<file path="config.mk">
export PLATFORM = sky130hd
export DESIGN_NAME = gmii_rx_frame
export DESIGN_NICKNAME = d
export VERILOG_FILES = /design/src/design/frame_pkg.sv /design/src/design/gmii_pkg.sv /design/src/design/gmii_rx_frame.sv
export SDC_FILE = /design/constraint.sdc
export NUM_CORES = 1
export LEC_CHECK = 0
export BUFFER_PORTS_ARGS = -buffer_cell sky130_fd_sc_hd__buf_2
export CAP_MARGIN = 25
export CORE_UTILIZATION = 45
export DETAILED_ROUTE_END_ITERATION = 8
export MAX_ROUTING_LAYER = met4
export PLACE_DENSITY = 0.65
export SYNTH_ARGS = -nofsm -noshare
export SYNTH_HDL_FRONTEND = slang
export SYNTH_SLANG_ARGS = --single-unit
</file>
<file path="constraint.sdc">
create_clock -name clk -period 2.3 [get_ports clk]
set_clock_uncertainty 0.15 [all_clocks]
set_input_delay 0.345 -clock clk [delete_from_list [all_inputs] [get_ports clk]]
set_output_delay 0.345 -clock clk [all_outputs]
set_load 0.01 [all_outputs]
</file>
<file path="src/design/frame_pkg.sv">
// Frame length type and frame buffer defaults shared by the loopback RTL and its testbench

package frame_pkg;

    // Largest payload accepted before a frame is marked bad
    localparam int DEFAULT_MAX_FRAME_LEN = 1518;

    // 4096-byte frame buffer
    localparam int DEFAULT_FIFO_ADDR_W = 12;

    // Byte counter for one frame
    typedef logic [15:0] frame_len_t;

endpackage

</file>
<file path="src/design/gmii_pkg.sv">
// GMII line constants and byte type, referenced by scoped name from the RTL and testbench

package gmii_pkg;

    // One byte on the GMII data lines
    typedef logic [7:0] gmii_byte_t;

    // Preamble and start-of-frame delimiter
    localparam gmii_byte_t PREAMBLE_BYTE = 8'h55;
    localparam gmii_byte_t SFD_BYTE = 8'hD5;

    // Preamble bytes sent ahead of the SFD
    localparam int PREAMBLE_LEN = 7;

    // Idle cycles kept between transmitted frames
    localparam int DEFAULT_IFG_LEN = 12;

endpackage
</file>
<file path="src/design/gmii_rx_frame.sv">
// GMII receive side of the loopback; strips preamble and SFD and writes payload bytes to the buffer
`timescale 1ns/100ps

module gmii_rx_frame #(
    parameter int MAX_FRAME_LEN = frame_pkg::DEFAULT_MAX_FRAME_LEN
) (
    input  wire logic                 clk,
    input  wire logic                 rst,
    input  wire logic                 clk_en,
    input  wire gmii_pkg::gmii_byte_t rxd,
    input  wire logic                 rx_dv,
    input  wire logic                 rx_er,
    output logic                      wr_valid,
    output logic                      wr_last,
    output logic                      wr_bad,
    output gmii_pkg::gmii_byte_t      wr_data
);

    // Registered GMII inputs
    gmii_pkg::gmii_byte_t rxd_q;
    logic                 dv_q;
    logic                 er_q;

    logic                 in_payload;
    logic                 hold_valid;
    gmii_pkg::gmii_byte_t hold_data;
    logic                 bad;
    frame_pkg::frame_len_t byte_cnt;
    logic                 over_len;

    // Byte about to be taken would go past the limit
    assign over_len = in_payload && (byte_cnt >= frame_pkg::frame_len_t'(MAX_FRAME_LEN));

    // Held byte leaves on every enabled cycle; it is the last one once rx_dv has dropped
    assign wr_valid = clk_en && hold_valid;
    assign wr_last  = wr_valid && !dv_q;
    assign wr_bad   = bad;
    assign wr_data  = hold_data;

    always_ff @(posedge clk) begin
        if (rst) begin
            dv_q       <= 1'b0;
            er_q       <= 1'b0;
            in_payload <= 1'b0;
            hold_valid <= 1'b0;
            bad        <= 1'b0;
            byte_cnt   <= '0;
        end else if (clk_en) begin
            dv_q       <= rx_dv;
            er_q       <= rx_er;
            hold_valid <= 1'b0;
            if (dv_q) begin
                // Error and length flag stays set until the frame ends
                bad <= bad || er_q || over_len;
                if (in_payload) begin
                    hold_valid <= 1'b1;
                    if (byte_cnt != '1) begin
                        byte_cnt <= byte_cnt + 1'b1;
                    end
                end else if (rxd_q == gmii_pkg::SFD_BYTE) begin
                    in_payload <= 1'b1;
                end
            end else begin
                // Carrier gone, ready for the next preamble
                in_payload <= 1'b0;
                bad        <= 1'b0;
                byte_cnt   <= '0;
            end
        end
    end

    // Data path
    always_ff @(posedge clk) begin
        if (clk_en) begin
            rxd_q <= rxd;
            if (dv_q && in_payload) begin
                hold_data <= rxd_q;
            end
        end
    end

endmodule

</file>
==> metrics.csv, run 1 <==
metric,value,unit
place_area,1888,sq um
stdcell_area,2008,sq um
wl,3545,um
netlist_area,1705,sq um
die_area,4040,sq um
core_area,3661,sq um
async_flop_share,0,%
fin_nets,201,
comb_power_share,3.6,%
cts_tree,built,
cp.required,2.37,ns
syn_inst,156,
portBuffers,23,
worstHoldStart,rxd[4],
rsz0062_at_grt,false,
startpoint_type,flip-flop,
routed_via_density,5.689,
p_int,1073,uW
grt_pass1_vias,1237,
power.leakage,0.0007097,uW
clockBufferDepth,2,
syn_area_per_cell,10.93,sq um
synth_edf_count,16,
cp-end-kind,flip-flop,
synth.distinct_cells,46,
path_class,reg -> reg,
reg2reg_slack,0.22,ns
max_freq,481.1,MHz
clock_latency,0.29,ns
ctsHoldBuffers,0,
wl_per_cell,15.09,um
grt_usage,19.77,%
yosysSeqAreaShare,52.82,%
power.total,1350,uW
post-route-min-period,2.078,ns
clockRootBuffer,clkbuf_8,
finalCritPeriodShare,90.37,%
drt_iter0_markers,44,
clk_pin_slew_worst_paths,0.07,ns
ir_worst_vdd,0.0005494,V
h-tree-depth,2,
tightest_slew,0.4942,ns
vias,1337,
slew_viol_final,0,
hold_slack,0.07125,ns
mostFrequentLayoutCell,buf_2,
synthFlopType,dfxtp_1,
ant_nets,0,
fp.dieW,63.56,um
crit_chain,ha_1 > nand3_4 > or4_2 > a21oi_1 > mux2i_1,
drive_gt1_share,24.06,%
whs_path_depth,1,
hold_path.class,in -> reg,
crit_slowest_cell,or4_2,
grt_pass1_wl,5982,um
p_switching,276.9,uW
clock_sinks,37,
pwr-share-seq,52.6,%
hold_end,rxd_q[4],
syn_nets,171,
power.density,672.1,nW/um^2
postCtsSetupBuffers,0,
max_stage_delay,0.62,ns
setup_tns,0,ns
slew_headroom,66.54,%
hpwl,2567,um
clkPwrFrac,43.8,%
die_h,63.56,um
grt_max_degree,13,
path_max_fanout,7,
antenna_cells,0,
rows,22,
areaGrowthSynthToFinish,17.76,%
gr-total-overflow,0,
cts_resized,0,
cp.arrival,2.15,ns
numCtsBuffers,5,
synth-seq-cells,37,
post-route-drc-count,0,
status,finished clean,
rr_endpoint,byte_cnt[14],
drt-pass1-iter-count,4,
p_sw_share,20.52,%
synth_warnings,0,
final_cell_mix,"23 x buf_2, 21 x dfxtp_1, 16 x edfxtp_1",
setup_viol,0,
final_hold_viol_count,0,
reg2reg_from,byte_cnt[1],
start_util,46.58,%
io_pins,24,
antenna_found_initial,0,
gp_congestion,0.8404,
rr_worst_depth,5,
cap_violations,0,
[worst max-delay path by stage]
| stage | from | end | slack, ns |
|---|---|---|---|
| after floorplan | byte_cnt[1] | byte_cnt[14] | 0.39 |
| after detailed placement | byte_cnt[1] | byte_cnt[14] | 0.24 |
| after global placement | byte_cnt[1] | byte_cnt[14] | 0.32 |
| after global routing | byte_cnt[1] | byte_cnt[14] | 0.11 |
| after CTS | byte_cnt[1] | byte_cnt[14] | 0.23 |
| final | byte_cnt[1] | byte_cnt[14] | 0.22 |
[state kept, by name, summed over array words and instances (netlist names)]
signal      flops
er_q            1
wr_bad          1
wr_data         8
dv_q            1
byte_cnt       16
hold_valid      1
rxd_q           8
in_payload      1
[metrics by stage]
| stage | std cells | utilization, % | worst slack, ns |
|---|---|---|---|
| 3_3_place_gp | 227 | 51.57 | 0.3232 |
| 5_1_grt | 235 | 54.85 | 0.1149 |
| 2_1_floorplan | 156 | - | 0.3903 |
| 6_report | 235 | 54.85 | 0.2216 |
| 3_5_place_dp | 227 | 51.57 | 0.2385 |
| 4_1_cts | 235 | 54.85 | 0.2287 |
[layer usage]
layer / vias to the layer above / GRT usage [%] / routed length (um)
met5: - / - / 0
met4: 0 / 6.818 / 36
met3: 6 / 5.072 / 140
met2: 23 / 29.39 / 1734
met1: 646 / 25.97 / 1634
li1: 662 / - / -
[power by group through the flow]
stage,Clock (uW),Sequential [uW],Combinational (uW)
2_1_floorplan,0,721,24.7
3_3_place_gp,0,724,47.2
3_5_place_dp,0,725,48.6
4_1_cts,597,710,49.0
5_1_grt,629,712,54.2
6_report,591,710,48.6
[cell usage after synthesis, types with 3 or more instances]
cell type | instances | area share [%]
nor2_1 | 7 | 1.5
nand2_1 | 13 | 2.9
nor4_1 | 5 | 1.8
nand3_1 | 6 | 1.8
o21ai_0 | 6 | 1.8
nand4_2 | 3 | 2.2
nand4_1 | 3 | 1.1
o21a_1 | 3 | 1.3
a21oi_1 | 11 | 3.2
or4_1 | 3 | 1.3
or3_1 | 6 | 2.2
edfxtp_1 | 16 | 28
nand2b_1 | 4 | 1.5
mux2i_1 | 5 | 2.9
dfxtp_1 | 21 | 25
inv_1 | 7 | 1.5
[layout make-up]
cell class / instances / area (sq um)
clock buffer: 6 / 82.58
clock inverter: 2 / 37.54
fill: 308 / 1653
inverter: 7 / 26.28
multi-input combinational: 110 / 770.7
sequential: 37 / 900.9
tap: 48 / 60.06
timing repair buffer: 25 / 130.1
[critical path, delay by kind of cell, from the launching register on]
| kind | cells | cell delay [ns] |
|---|---|---|
| multiplexers | 1 | 0.20 |
| flip-flops | 1 | 0.45 |
| adder cells (fa/ha/maj) | 1 | 0.28 |
| AND/OR/NAND/NOR | 2 | 0.75 |
| AO/OA/AOI/OAI | 1 | 0.16 |
[logic make-up after synthesis]
kind of cell | after synthesis | synth area share [%]
xor+xnor | 2 | 1.027
buf+inv | 9 | 1.981
mux | 5 | 2.935
flops | 37 | 52.82
simple gates | 67 | 25.61
compound gates | 34 | 14.16
fa+ha+maj | 2 | 1.467
Note: power is estimated with default switching activity, not from simulation.
==> run 2: changes to the inputs <==
--- a/config.mk
+++ b/config.mk
@@ -10,7 +10,7 @@
 export CORE_UTILIZATION = 45
 export DETAILED_ROUTE_END_ITERATION = 8
 export MAX_ROUTING_LAYER = met4
-export PLACE_DENSITY = 0.65
+export PLACE_DENSITY = 0.62
 export SYNTH_ARGS = -nofsm -noshare
 export SYNTH_HDL_FRONTEND = slang
 export SYNTH_SLANG_ARGS = --single-unit
==> metrics.csv, run 2 (synthesis results as in run 1) <==
metric,value,unit,change
status,finished clean,,
ant_nets,0,,unchanged
postCtsSetupBuffers,0,,unchanged
dr_wl_met2,1564,um,-9.8%
areaGrowthSynthToFinish,18.05,%,
cp-end-kind,flip-flop,,
cap_violations,0,,unchanged
clock_sinks,37,,unchanged
grt_usage,18.82,%,-0.95 points
wl_met3,182,um,+30%
grt_max_degree,13,,unchanged
gr-total-overflow,0,,unchanged
final_cell_mix,"23 x buf_2, 21 x dfxtp_1, 16 x edfxtp_1",,
top_layer_used,met4,,
finalCritPeriodShare,88.27,%,-2.1 points
reg2reg_from,byte_cnt[1],,
portBuffers,23,,unchanged
path_class,reg -> reg,,
stdcell_area,2013,sq um,+0.25%
final_hold_viol_count,0,,unchanged
slew_headroom,65.07,%,-1.5 points
core_area,3661,sq um,unchanged
hold_path.class,in -> reg,,
antenna_found_initial,0,,unchanged
cp.arrival,2.11,ns,-0.04 ns
hold_slack,0.07575,ns,+0.004504 ns
power.total,1311,uW,-2.9%
antenna_cells,0,,unchanged
gp_congestion,0.7875,,-6.3%
ir_worst_vdd,0.0003068,V,-44%
hpwl,2453,um,-4.4%
die_area,4040,sq um,unchanged
pwr-share-seq,54.1,%,+1.5 points
mostFrequentLayoutCell,buf_2,,
cp-endpoint,byte_cnt[14],,
p_sw_share,20.49,%,-0.026 points
largest_reg_flops,16,,unchanged
fp.dieW,63.56,um,unchanged
place_ws,0.2684,ns,+0.02989 ns
startpoint_type,flip-flop,,
drt-pass1-iter-count,4,,unchanged
start_util,46.58,%,unchanged
rsz0062_at_grt,false,,
io_pins,24,,unchanged
clk_pin_slew_worst_paths,0.08,ns,about the same
comb_power_share,3.9,%,+0.3 points
wl_per_cell,14.33,um,-5.0%
cts_resized,0,,unchanged
die_h,63.56,um,unchanged
numCtsBuffers,5,,unchanged
vias,1347,,+0.75%
startpoint,byte_cnt[1],,
p_switching,268.6,uW,-3.0%
slew_viol_final,0,,unchanged
clkPwrFrac,42.0,%,-1.8 points
power.leakage,0.0007136,uW,+0.54%
clock_latency,0.29,ns,about the same
wl_met1,1588,um,-2.8%
max_freq,492.6,MHz,+2.4%
routed_via_density,5.684,,-0.10%
grt_pass1_vias,1200,,-3.0%
tightest_slew,0.5221,ns,+0.02795 ns
clockRootBuffer,clkbuf_8,,
grt_pass1_wl,5554,um,-7.2%
path_max_fanout,7,,unchanged
fin_ws,0.2698,ns,+0.04822 ns
drive_gt1_share,24.34,%,+0.27 points
rr_worst_depth,5,,unchanged
p_int,1042,uW,-2.9%
regMostFlops,byte_cnt,,
post-route-drc-count,0,,unchanged
reg2reg_slack,0.27,ns,+0.05 ns
drt_iter0_markers,51,,+16%
cts_tree,built,,
post-route-min-period,2.030,ns,-0.04822 ns
h-tree-depth,2,,unchanged
rr_endpoint,byte_cnt[14],,
place_area,1903,sq um,+0.80%
rows,22,,unchanged
clockBufferDepth,2,,unchanged
wl,3396,um,-4.2%
worstHoldStart,rxd[5],,
power.density,651.1,nW/um^2,-3.1%
setup_tns,0,ns,unchanged
setup_viol,0,,unchanged
ctsHoldBuffers,0,,unchanged
cp.required,2.38,ns,about the same
fin_nets,203,,+1.0%
-- run 2: cell type report --
class                           count  area, sq um
Clock inverter                      3        41.29
Tap cell                           48        60.06
Clock buffer                        5        68.82
Timing Repair Buffer               27        145.1
Sequential cell                    37        900.9
Inverter                            7        26.28
Multi-Input combinational cell    110        770.7
Fill cell                         318         1648
-- run 2: worst min path at each step --
stage,endpoint,cells after the start
6_report,rxd_q[5],1
5_1_grt,rxd_q[5],1
4_1_cts,rxd_q[5],1
3_5_place_dp,wr_data[4],0
3_3_place_gp,wr_data[4],0
2_1_floorplan,wr_data[2],0
-- run 2: per-stage QoR --
stage | instances | utilization [%]
detailed placement | 229 | 51.98
CTS | 237 | 54.99
floorplan | 156 | -
global route | 237 | 54.99
finish | 237 | 54.99
global placement | 229 | 51.98
-- run 2: routing by layer --
| metal | vias up | global-route usage [%] |
|---|---|---|
| met2 | 33 | 27.79 |
| met3 | 8 | 6.703 |
| li1 | 669 | - |
| met4 | 0 | 7.955 |
| met5 | - | - |
| met1 | 637 | 23.12 |
-- run 2: power groups by stage --
| stage | logic [uW] | registers [uW] | clock network [uW] |
|---|---|---|---|
| 3_3_place_gp | 50.3 | 724 | 0 |
| 2_1_floorplan | 24.7 | 721 | 0 |
| 6_report | 51.3 | 709 | 550 |
| 4_1_cts | 52.0 | 709 | 556 |
| 3_5_place_dp | 51.1 | 724 | 0 |
| 5_1_grt | 57.8 | 711 | 583 |
-- run 2: critical path, stage by stage (launching register included) --
cell     delay, ns
dfxtp_1       0.44
ha_1          0.27
nand3_4       0.13
or4_2         0.63
a21oi_1       0.16
mux2i_1       0.19
