<file path="src/design/gmii_pkg.sv">
// GMII line constants and byte type, referenced by scoped name from the RTL and testbench

package gmii_pkg;

    // One byte on the GMII data lines
    typedef logic [7:0] gmii_byte_t;

    // Preamble and start-of-frame delimiter
    localparam gmii_byte_t PREAMBLE_BYTE = 8'h55;
    localparam gmii_byte_t SFD_BYTE = 8'hD5;

    // Preamble bytes sent ahead of the SFD
    localparam int PREAMBLE_LEN = 7;

    // Idle cycles kept between transmitted frames
    localparam int DEFAULT_IFG_LEN = 12;

endpackage
</file>
<file path="src/design/gmii_tx_frame.sv">
// GMII transmit side of the loopback; sends buffered frames with preamble, SFD and inter-frame gap
`timescale 1ns/100ps

module gmii_tx_frame #(
    parameter int IFG_LEN = gmii_pkg::DEFAULT_IFG_LEN
) (
    input  wire logic                 clk,
    input  wire logic                 rst,
    input  wire logic                 clk_en,
    input  wire logic                 frame_avail,
    input  wire logic                 rd_last,
    input  wire gmii_pkg::gmii_byte_t rd_data,
    output logic                      rd_en,
    output logic                      tx_en,
    output logic                      tx_er,
    output gmii_pkg::gmii_byte_t      txd
);

    localparam int PRE_W = $clog2(gmii_pkg::PREAMBLE_LEN + 1);
    localparam int GAP_W = $clog2(IFG_LEN + 2);

    localparam logic [2:0] ST_IDLE     = 3'd0;
    localparam logic [2:0] ST_PREAMBLE = 3'd1;
    localparam logic [2:0] ST_SFD      = 3'd2;
    localparam logic [2:0] ST_PAYLOAD  = 3'd3;
    localparam logic [2:0] ST_GAP      = 3'd4;

    logic [2:0]       state;
    logic [PRE_W-1:0] pre_cnt;
    logic [GAP_W-1:0] gap_cnt;
    logic             last_sent;
    logic             pre_done;
    logic             load_byte;

    // Final preamble byte on the line
    assign pre_done = (state == ST_PREAMBLE) &&
                      (pre_cnt == PRE_W'(gmii_pkg::PREAMBLE_LEN));

    // Fetched byte moves to txd on this enabled edge
    assign load_byte = (state == ST_SFD) || ((state == ST_PAYLOAD) && !last_sent);

    // Fetch one byte ahead so the payload has no gaps
    assign rd_en = clk_en && (pre_done || (load_byte && !rd_last));

    assign tx_er = 1'b0;

    always_ff @(posedge clk) begin
        if (rst) begin
            state     <= ST_IDLE;
            pre_cnt   <= '0;
            gap_cnt   <= '0;
            last_sent <= 1'b0;
            tx_en     <= 1'b0;
        end else if (clk_en) begin
            case (state)
                ST_IDLE: begin
                    if (frame_avail && (gap_cnt == '0)) begin
                        tx_en   <= 1'b1;
                        pre_cnt <= PRE_W'(1);
                        state   <= ST_PREAMBLE;
                    end
                end
                ST_PREAMBLE: begin
                    if (pre_done) begin
                        state <= ST_SFD;
                    end else begin
                        pre_cnt <= pre_cnt + 1'b1;
                    end
                end
                ST_SFD: begin
                    last_sent <= rd_last;
                    state     <= ST_PAYLOAD;
                end
                ST_PAYLOAD: begin
                    if (last_sent) begin
                        tx_en     <= 1'b0;
                        last_sent <= 1'b0;
                        gap_cnt   <= GAP_W'(IFG_LEN);
                        state     <= ST_GAP;
                    end else begin
                        last_sent <= rd_last;
                    end
                end
                ST_GAP: begin
                    if (gap_cnt != '0) begin
                        gap_cnt <= gap_cnt - 1'b1;
                    end
                    if (gap_cnt <= GAP_W'(1)) begin
                        state <= ST_IDLE;
                    end
                end
                default: state <= ST_IDLE;
            endcase
        end
    end

    // Line data
    always_ff @(posedge clk) begin
        if (clk_en) begin
            if (pre_done) begin
                txd <= gmii_pkg::SFD_BYTE;
            end else if (state == ST_IDLE || state == ST_PREAMBLE) begin
                txd <= gmii_pkg::PREAMBLE_BYTE;
            end else if (load_byte) begin
                txd <= rd_data;
            end
        end
    end

endmodule

</file>
<file path="config.mk">
export PLATFORM = sky130hd
export DESIGN_NAME = gmii_tx_frame
export DESIGN_NICKNAME = d
export VERILOG_FILES = /design/src/design/gmii_pkg.sv /design/src/design/gmii_tx_frame.sv
export SDC_FILE = /design/constraint.sdc
export NUM_CORES = 1
export LEC_CHECK = 0
export ABC_AREA = 1
export BUFFER_PORTS_ARGS = -buffer_cell sky130_fd_sc_hd__buf_2
export CAP_MARGIN = 10
export CORE_UTILIZATION = 36
export DETAILED_ROUTE_END_ITERATION = 6
export SETUP_SLACK_MARGIN = 0.02
export SLEW_MARGIN = 5
export SYNTH_ARGS = -nofsm -noshare
export SYNTH_HDL_FRONTEND = slang
export SYNTH_SLANG_ARGS = --single-unit
</file>
<file path="constraint.sdc">
create_clock -name clk -period 2.1 [get_ports clk]
set_input_delay 0.42 -clock clk [delete_from_list [all_inputs] [get_ports clk]]
set_output_delay 0.42 -clock clk [all_outputs]
set_load 0.005 [all_outputs]
</file>
==> reports/results.tsv, run 1 <==
metric	value	unit
status	finished, violations left	
violations	DRC	
syn-cell-area	1110	sq um
final_area	1310	sq um
r2r_start	state[2]$_SDFFE_PP0P_	
cp_max_fo	6	
dp_hpwl	1.61	mm
hold_viol_final	0	
seqCellArea	482	sq um
worstReg2RegEnd	state[1]$_SDFFE_PP0P_	
stdcell_count	200	
finalCritPeriodShare	91.7	%
p_int	0.798	mW
drv_slew	0	
layout-drive-gt1-share	26.6	%
synth_area_per_cell	7.69	sq um
leakagePower	0.606	nW
num-fill-cells	278	
drc_errors	4	
routabilityCongestion	0.878	
grt_overflow	0	
vias	952	
pwr-share-seq	44.0	%
clock-sinks	20	
drt_iter0_markers	22	
totalWireLength	2.11	mm
tritoncts	yes	
cp-startpoint	state[0]$_SDFFE_PP0P_	
p_sw	0.370	mW
yosys_warnings	0	
ios	24	
clock-root-buffer	clkbuf_4	
drv_cap	0	
grt_max_degree	13	
critPathKind	reg -> out	
finalSetupTns	0	ns
grt_pass1_vias	845	
worstRegToRegCells	8	
finalPower	1.17	mW
fin_crit	1.93	ns
drtPass1Iterations	7	
most-common-layout-cells	nand2_1 (33), nor2_1 (23), buf_2 (22)	
synth.largest_area_cell	dfxtp_1	
multi_input_area	551	sq um
clk-insertion-delay-late	0.30	ns
endpoint	rd_en	
r2r_slack	0.65	ns
ant_nets	0	
finalNetCount	188	
clk_pin_slew	0.11	ns
core_area	2830	sq um
rsz0062_at_grt	no	
cp-end-kind	primary output	
portBuffers	22	
hold_path.class	in -> reg	
postPlaceCellArea	1250	sq um
ys_types	26	
htreeDepth	1	
grt_pass1_wl	3.60	mm
yosys-top-cells-area	dfxtp_1 (22%), edfxtp_1 (22%), nand2_1 (11%), nor2_1 (8.1%), inv_1 (5.8%)	
p_sw_share	31.7	%
fp.dieH	57.5	um
die_area	3300	sq um
diodes	0	
yosysSeqAreaShare	43.4	%
antenna_found_initial	0	
finalSetupViolCount	0	
worstPathArrival	1.51	ns
route.detailed.wl_per_inst	10.5	um
cts_resized	0	
finish.utilization	46.4	%
worstPathRequired	1.68	ns
rows	19	
dp_cells	196	
die_w	57.5	um
yosysTopAreaCellShare	21.7	%
cts_buffer_depth	2	
power_frac_comb	29.3	%
viasPerCell	4.76	
vdd_drop_max	0.522	mV
post_cts_buffers	0	
layout_commonest_cell	nand2_1	
syn_inst	144	
hold_buffers	0	
initial_utilization	39.1	%
ys_seq_elements	20	
start_kind	flop	
fmax	0.519	GHz
powerDensity	890	nW/um^2
fin_skew	0.00251	ns
pwr-share-clk	26.8	%
grt_use_total	14.0	%
syn_nets	162	
numCtsBuffers	3	
area_growth	18.5	%
-- cells by family (layout without fill, tap and decap cells) --
group | after synthesis | in the layout | synth area share, %
XOR/XNOR | 1 | 1 | 0.791
AND/OR/NAND/NOR | 81 | 81 | 33.2
AO/OA/AOI/OAI | 15 | 15 | 9.04
buffers and inverters | 21 | 46 | 7.57
adder cells (fa/ha/maj) | 5 | 5 | 5.65
other | 1 | 1 | 0.339
flip-flops | 20 | 20 | 43.4
-- synth_stat cells --
master,count
nand4_1,3
a31oi_1,1
nand2_1,33
xnor2_1,1
dfxtp_1,12
a21o_1,1
o21ai_0,2
o21bai_2,1
or2_2,4
nand3_1,9
a21oi_4,1
edfxtp_1,8
nor2_2,3
buf_4,1
ha_1,5
nand3b_1,1
inv_1,17
nor2_1,24
nand2_4,2
inv_2,2
a21oi_1,8
a21oi_2,1
nand3_2,1
nand2_2,1
clkbuf_2,1
conb_1,1
-- layer usage --
layer | global-route usage, % | routed length (um)
met1 | 17.9 | 1020
met2 | 23.3 | 936
met3 | 4.99 | 133
met4 | 2.09 | 19
met5 | 0 | 0
-- how the worst min path moves through the flow --
stage	start	endpoint	cells after the start
floorplan	gap_cnt[1]$_SDFFE_PP0P_	gap_cnt[1]$_SDFFE_PP0P_	2
global placement	tx_en$_SDFFE_PP0P_	tx_en$_SDFFE_PP0P_	2
detailed placement	tx_en$_SDFFE_PP0P_	tx_en$_SDFFE_PP0P_	2
CTS	rd_data[6]	txd[6]$_SDFFCE_PP1P_	2
global route	rd_data[0]	txd[0]$_SDFFCE_PP1P_	2
finish	rd_data[0]	txd[0]$_SDFFCE_PP1P_	2
-- stage by stage --
step,hold slack [ns],worst slack [ns]
after CTS,0.362,0.0651
after detailed placement,0.439,0.455
after global routing,0.364,0.0120
after floorplan,0.441,0.505
after global placement,0.451,0.468
final,0.369,0.174
-- sequential cells by signal (all words and copies together) (netlist names) --
| register | cells |
|---|---|
| gap_cnt | 4 |
| last_sent | 1 |
| pre_cnt | 3 |
| state | 3 |
| tx_en | 1 |
| txd | 8 |
-- worst max-delay path: stages, from the launching register on --
cell and delay, ns:
dfxtp_2 0.41, nand2_1 0.13, nor2_4 0.15, nand2_1 0.10, a21o_1 0.16, a21oi_1 0.12, buf_2 0.13
-- power groups by stage --
stage	clock [mW]	combinational [mW]	sequential [mW]
2_1_floorplan	0	0.241	0.520
3_3_place_gp	0	0.333	0.519
3_5_place_dp	0	0.336	0.518
4_1_cts	0.323	0.339	0.511
5_1_grt	0.337	0.387	0.521
6_report	0.313	0.342	0.514
-- layout make-up --
class | count | area share, %
clock buffers | 3 | 1.72
clock inverters | 1 | 2.29
inverters | 19 | 5.43
multi-input cells | 103 | 41.9
flip-flops and latches | 20 | 36.7
well taps | 31 | 2.96
repair buffers | 23 | 8.96
Note: power is estimated with default switching activity, not from simulation.
==> inputs of run 2 (changes only) <==
--- a/config.mk
+++ b/config.mk
@@ -8,6 +8,7 @@
 export ABC_AREA = 1
 export BUFFER_PORTS_ARGS = -buffer_cell sky130_fd_sc_hd__buf_2
 export CAP_MARGIN = 10
+export CORE_ASPECT_RATIO = 2
 export CORE_UTILIZATION = 36
 export DETAILED_ROUTE_END_ITERATION = 6
 export SETUP_SLACK_MARGIN = 0.02
==> run 2 against run 1 <==
Net effect: the run now ends clean; first-iteration DRC count rose by 4.5%; via count fell by 1.4%; critical path depth is the same; worst hold slack better by 0.049 ns; total power is 2.6% lower; setup slack better by 0.068 ns; largest cell class unchanged; highest routed layer unchanged; sequential share of layout area grew 0.18 points; fmax increased by 3.7%; largest power group unchanged.
==> reports/results.tsv, run 2 (synthesis results as in run 1) <==
metric	value	unit
status	complete, no violations	
drv_cap	0	
vias	939	
largest_register_ffs	8	
drt_iter0_markers	23	
finalSetupTns	0	ns
powerDensity	871	nW/um^2
final_area	1310	sq um
area_growth	18.0	%
clk-insertion-delay-late	0.26	ns
grt_pass1_wl	3.62	mm
dp_cells	195	
tritoncts	yes	
critPathKind	reg -> out	
clk_pin_slew	0.07	ns
num-fill-cells	312	
cts_buffer_depth	2	
fin_crit	1.86	ns
rows	28	
grt_overflow	0	
start_kind	flop	
worstPathRequired	1.68	ns
clock-sinks	20	
fin_skew	0.00240	ns
r2r_slack	0.69	ns
portBuffers	22	
core_area	2940	sq um
hold_buffers	0	
multi_input_area	543	sq um
route.detailed.wl_per_inst	10.8	um
finalPower	1.14	mW
seqCellArea	482	sq um
fp.dieH	80.4	um
grt_use_total	16.0	%
reg.largest.list	txd (8), gap_cnt (4)	
finalSetupViolCount	0	
fmax	0.538	GHz
most-common-layout-cells	nand2_1 (33), nor2_1 (24), buf_2 (22)	
ios	24	
vdd_drop_max	0.439	mV
die_w	41.2	um
numCtsBuffers	3	
hold_path.class	in -> reg	
htreeDepth	1	
drc_errors	0	
finalCritPeriodShare	88.5	%
dp_hpwl	1.83	mm
die_area	3310	sq um
layout_commonest_cell	nand2_1	
finalNetCount	188	
diodes	0	
drtPass1Iterations	4	
layout-drive-gt1-share	26.0	%
grt_pass1_vias	889	
initial_utilization	37.6	%
hold_ws	0.418	ns
ant_nets	0	
rsz0062_at_grt	no	
totalWireLength	2.16	mm
cp_max_fo	6	
finish.utilization	44.4	%
clock-root-buffer	clkbuf_8	
worstPathArrival	1.44	ns
antenna_found_initial	0	
viasPerCell	4.72	
setup_slack	0.242	ns
stdcell_count	199	
hold_viol_final	0	
postPlaceCellArea	1250	sq um
leakagePower	0.606	nW
routabilityCongestion	0.901	
grt_max_degree	12	
drv_slew	0	
post-place-ws	0.477	ns
cp-end-kind	primary output	
regMostFlops	txd	
## run 2: worst paths after layout
| path | endpoint | startpoint | cells after the start |
|---|---|---|---|
| min | gap_cnt[2]$_SDFFE_PP0P_ | rst | 2 |
| max | rd_en | state[1]$_SDFFE_PP0P_ | 6 |
| min reg2reg | tx_en$_SDFFE_PP0P_ | tx_en$_SDFFE_PP0P_ | 2 |
| max reg2reg | gap_cnt[1]$_SDFFE_PP0P_ | gap_cnt[0]$_SDFFE_PP0P_ | 8 |
## run 2: final cells by class
type                            count  area share (%)
Multi-Input combinational cell    103            41.6
Sequential cell                    20            36.9
Timing Repair Buffer               23            9.00
Inverter                           19            5.46
Clock buffer                        4            4.21
Tap cell                           30            2.87
## run 2: power breakdown
group	internal [mW]	switching [mW]	leakage, nW
clock	0.167	0.121	0.0288
combinational	0.127	0.208	0.407
sequential	0.476	0.0376	0.171
## run 2: timing repair
item,CTS,global route
setup endpoints to repair,0,1
buffers inserted,0,0
gates resized for setup,0,1
## run 2: worst max-delay path: stages, from the launching register on
cell	delay (ns)
dfxtp_1	0.34
inv_1	0.17
nand2_4	0.10
nor2_1	0.21
nand2_1	0.10
a21oi_1	0.14
buf_2	0.12
## run 2: layer usage
layer	global-route usage [%]	part of all wire, %
met4	8.71	2.6
met5	0	0
met1	15.6	37
met2	29.1	56
met3	1.66	3.9
==> inputs of run 3 (changes only) <==
--- a/config.mk
+++ b/config.mk
@@ -5,7 +5,6 @@
 export SDC_FILE = /design/constraint.sdc
 export NUM_CORES = 1
 export LEC_CHECK = 0
-export ABC_AREA = 1
 export BUFFER_PORTS_ARGS = -buffer_cell sky130_fd_sc_hd__buf_2
 export CAP_MARGIN = 10
 export CORE_ASPECT_RATIO = 2
==> run 3 against run 2 <==
Net effect: global-route usage decreased by 0.33 points; non-clock buffer count is 1 lower; setup slack worse by 0.067 ns; critical path type unchanged; critical path depth is 1 higher; routed wire length rose by 0.65%; core utilization about the same; via count down 8.3%; worst hold slack better by 0.0051 ns; register-to-register slack got worse by 0.23 ns; total power down 25%; clock power grew 33%.
==> reports/results.tsv, run 3 <==
metric	value	unit
grt_pass1_vias	833	
worstPathRequired	1.68	ns
path_delay_family	flip-flops	
fmax	0.519	GHz
dp_hpwl	1.69	mm
finalSetupTns	0	ns
grt_overflow	0	
clock-sinks	20	
die_area	3150	sq um
route.detailed.wl_per_inst	13.7	um
initial_utilization	37.9	%
yosys-top-cells-area	dfxtp_1 (23%), edfxtp_1 (23%), ha_1 (6.0%), a21oi_1 (5.7%), nor2b_1 (3.0%)	
drv_cap	0	
synth_top_family_by_area	simple AND/OR/NAND/NOR gates	
drtPass1Iterations	4	
cp_max_fo	4	
ys_types	41	
largest_register_ffs	8	
vias	861	
drv_slew	0	
most-common-layout-cells	buf_2 (22), a21oi_1 (12), dfxtp_1 (12)	
powerDensity	690	nW/um^2
cp_slowest_cell	dfxtp_1	
grt_use_total	15.6	%
slew_headroom	65.3	%
rows	27	
ys_seq_elements	20	
syn-cell-area	1050	sq um
tritoncts	yes	
rsz0062_at_grt	no	
hold_path.class	in -> reg	
layout-drive-gt1-share	25.6	%
yosysTopAreaCellShare	22.9	%
leakagePower	0.471	nW
worst-path-buf-inv	1	
grt_pass1_wl	3.48	mm
finalSetupViolCount	0	
path_cells	ha_1, ha_1, nand2_1, nor2_1, a21oi_1, nor2_1, buf_2	
syn_nets	127	
dp_cells	154	
htreeDepth	1	
status	complete, no violations	
die_w	40.2	um
yosys-mux-area-fraction	1.07	%
cpPeakStageDelay	0.38	ns
core_area	2770	sq um
cts_buffer_depth	2	
finish.utilization	44.4	%
synth_adder_area_share	5.97	%
synth_compound_area_share	15.4	%
ant_nets	0	
layout_commonest_cell	buf_2	
stdcell_count	158	
post_cts_buffers	0	
yosys_warnings	0	
fin_crit	1.93	ns
finalCritPeriodShare	91.7	%
final_area	1230	sq um
clk-insertion-delay-late	0.26	ns
synth.largest_area_cell	dfxtp_1	
vdd_drop_max	0.402	mV
hold_viol_final	0	
synthXorXnorAreaFrac	0	%
reg.largest.list	txd (8), gap_cnt (4)	
drt_iter0_markers	15	
postPlaceCellArea	1160	sq um
start_kind	flop	
num-fill-cells	283	
totalWireLength	2.17	mm
synthSimpleGateAreaFrac	26.0	%
cts_resized	0	
drc_errors	0	
fin_skew	0.00257	ns
portBuffers	22	
syn_inst	109	
critPathKind	reg -> out	
ios	24	
fp.dieH	78.3	um
synthArstFlopShare	0	%
clk_pin_slew	0.08	ns
routabilityCongestion	0.765	
finalNetCount	148	
ys.flop_type	dfxtp_1	
cp-end-kind	primary output	
viasPerCell	5.45	
yosysSeqAreaShare	45.8	%
worst_pin_slew	0.519	ns
post-place-ws	0.478	ns
finalPower	0.848	mW
hold_ws	0.423	ns
grt_max_degree	17	
worstPathArrival	1.51	ns
synth_commonest_cells	a21oi_1 (12), dfxtp_1 (12), edfxtp_1 (8), nand2_1 (7), nor2_1 (7)	
clock-root-buffer	clkbuf_8	
hold_buffers	0	
numCtsBuffers	3	
setup_slack	0.174	ns
synth-edff-count	8	
antenna_found_initial	0	
area_growth	17.2	%
synth_area_per_cell	9.62	sq um
regMostFlops	txd	
diodes	0	
## run 3: cell count changes after synthesis, sizes merged, moves of 2 or more
cell / change
nand2: -29
nor2: -20
inv: -14
nand3: -6
nor2b: +5
buf: +4
a21oi: +2
a311oi: +2
nand2b: +2
nor3: +2
nor3b: +2
o31ai: +2
or2: +2
## run 3: layout make-up
class	count	area, sq um	area share, %
Multi-Input combinational cell	78	512	41.6
Sequential cell	20	480	39.1
Timing Repair Buffer	22	110	8.96
Clock buffer	3	41.3	3.36
Tap cell	29	36.3	2.95
Clock inverter	1	30.0	2.44
Inverter	5	18.8	1.53
## run 3: path summary, 6_finish.rpt
kind	start	slack (ns)	end	cells after the start
min reg2reg	tx_en$_SDFFE_PP0P_	0.47	tx_en$_SDFFE_PP0P_	2
max reg2reg	state[1]$_SDFFE_PP0P_	0.46	pre_cnt[0]$_SDFFE_PP0P_	4
min	rd_data[0]	0.42	txd[0]$_SDFFCE_PP1P_	2
max	pre_cnt[0]$_SDFFE_PP0P_	0.17	rd_en	7
## run 3: cells by family after synthesis
family,Yosys count
compound gates,25
fa+ha+maj,5
buf+inv,11
flops,20
mux,1
other cells,1
simple gates,46
## run 3: power breakdown
group	internal (mW)	total (mW)	switching [mW]
clock network	0.254	0.383	0.129
registers	0.410	0.417	0.00734
logic	0.0219	0.0473	0.0254
total	0.686	0.848	0.162
## run 3: worst register-to-register path: stages, from the launching register on
cell and delay, ns:
dfxtp_1 0.45, nor2_1 0.47, nand4_1 0.27, a21o_1 0.24, a21oi_1 0.14
## run 3: routing by layer
metal | track usage (%) | up-vias | part of all wire (%)
li1 | - | 432 | -
met4 | 7.93 | 0 | 2.0
met5 | 0 | - | 0
met2 | 28.9 | 26 | 55
met1 | 15.0 | 399 | 39
met3 | 1.69 | 4 | 3.9
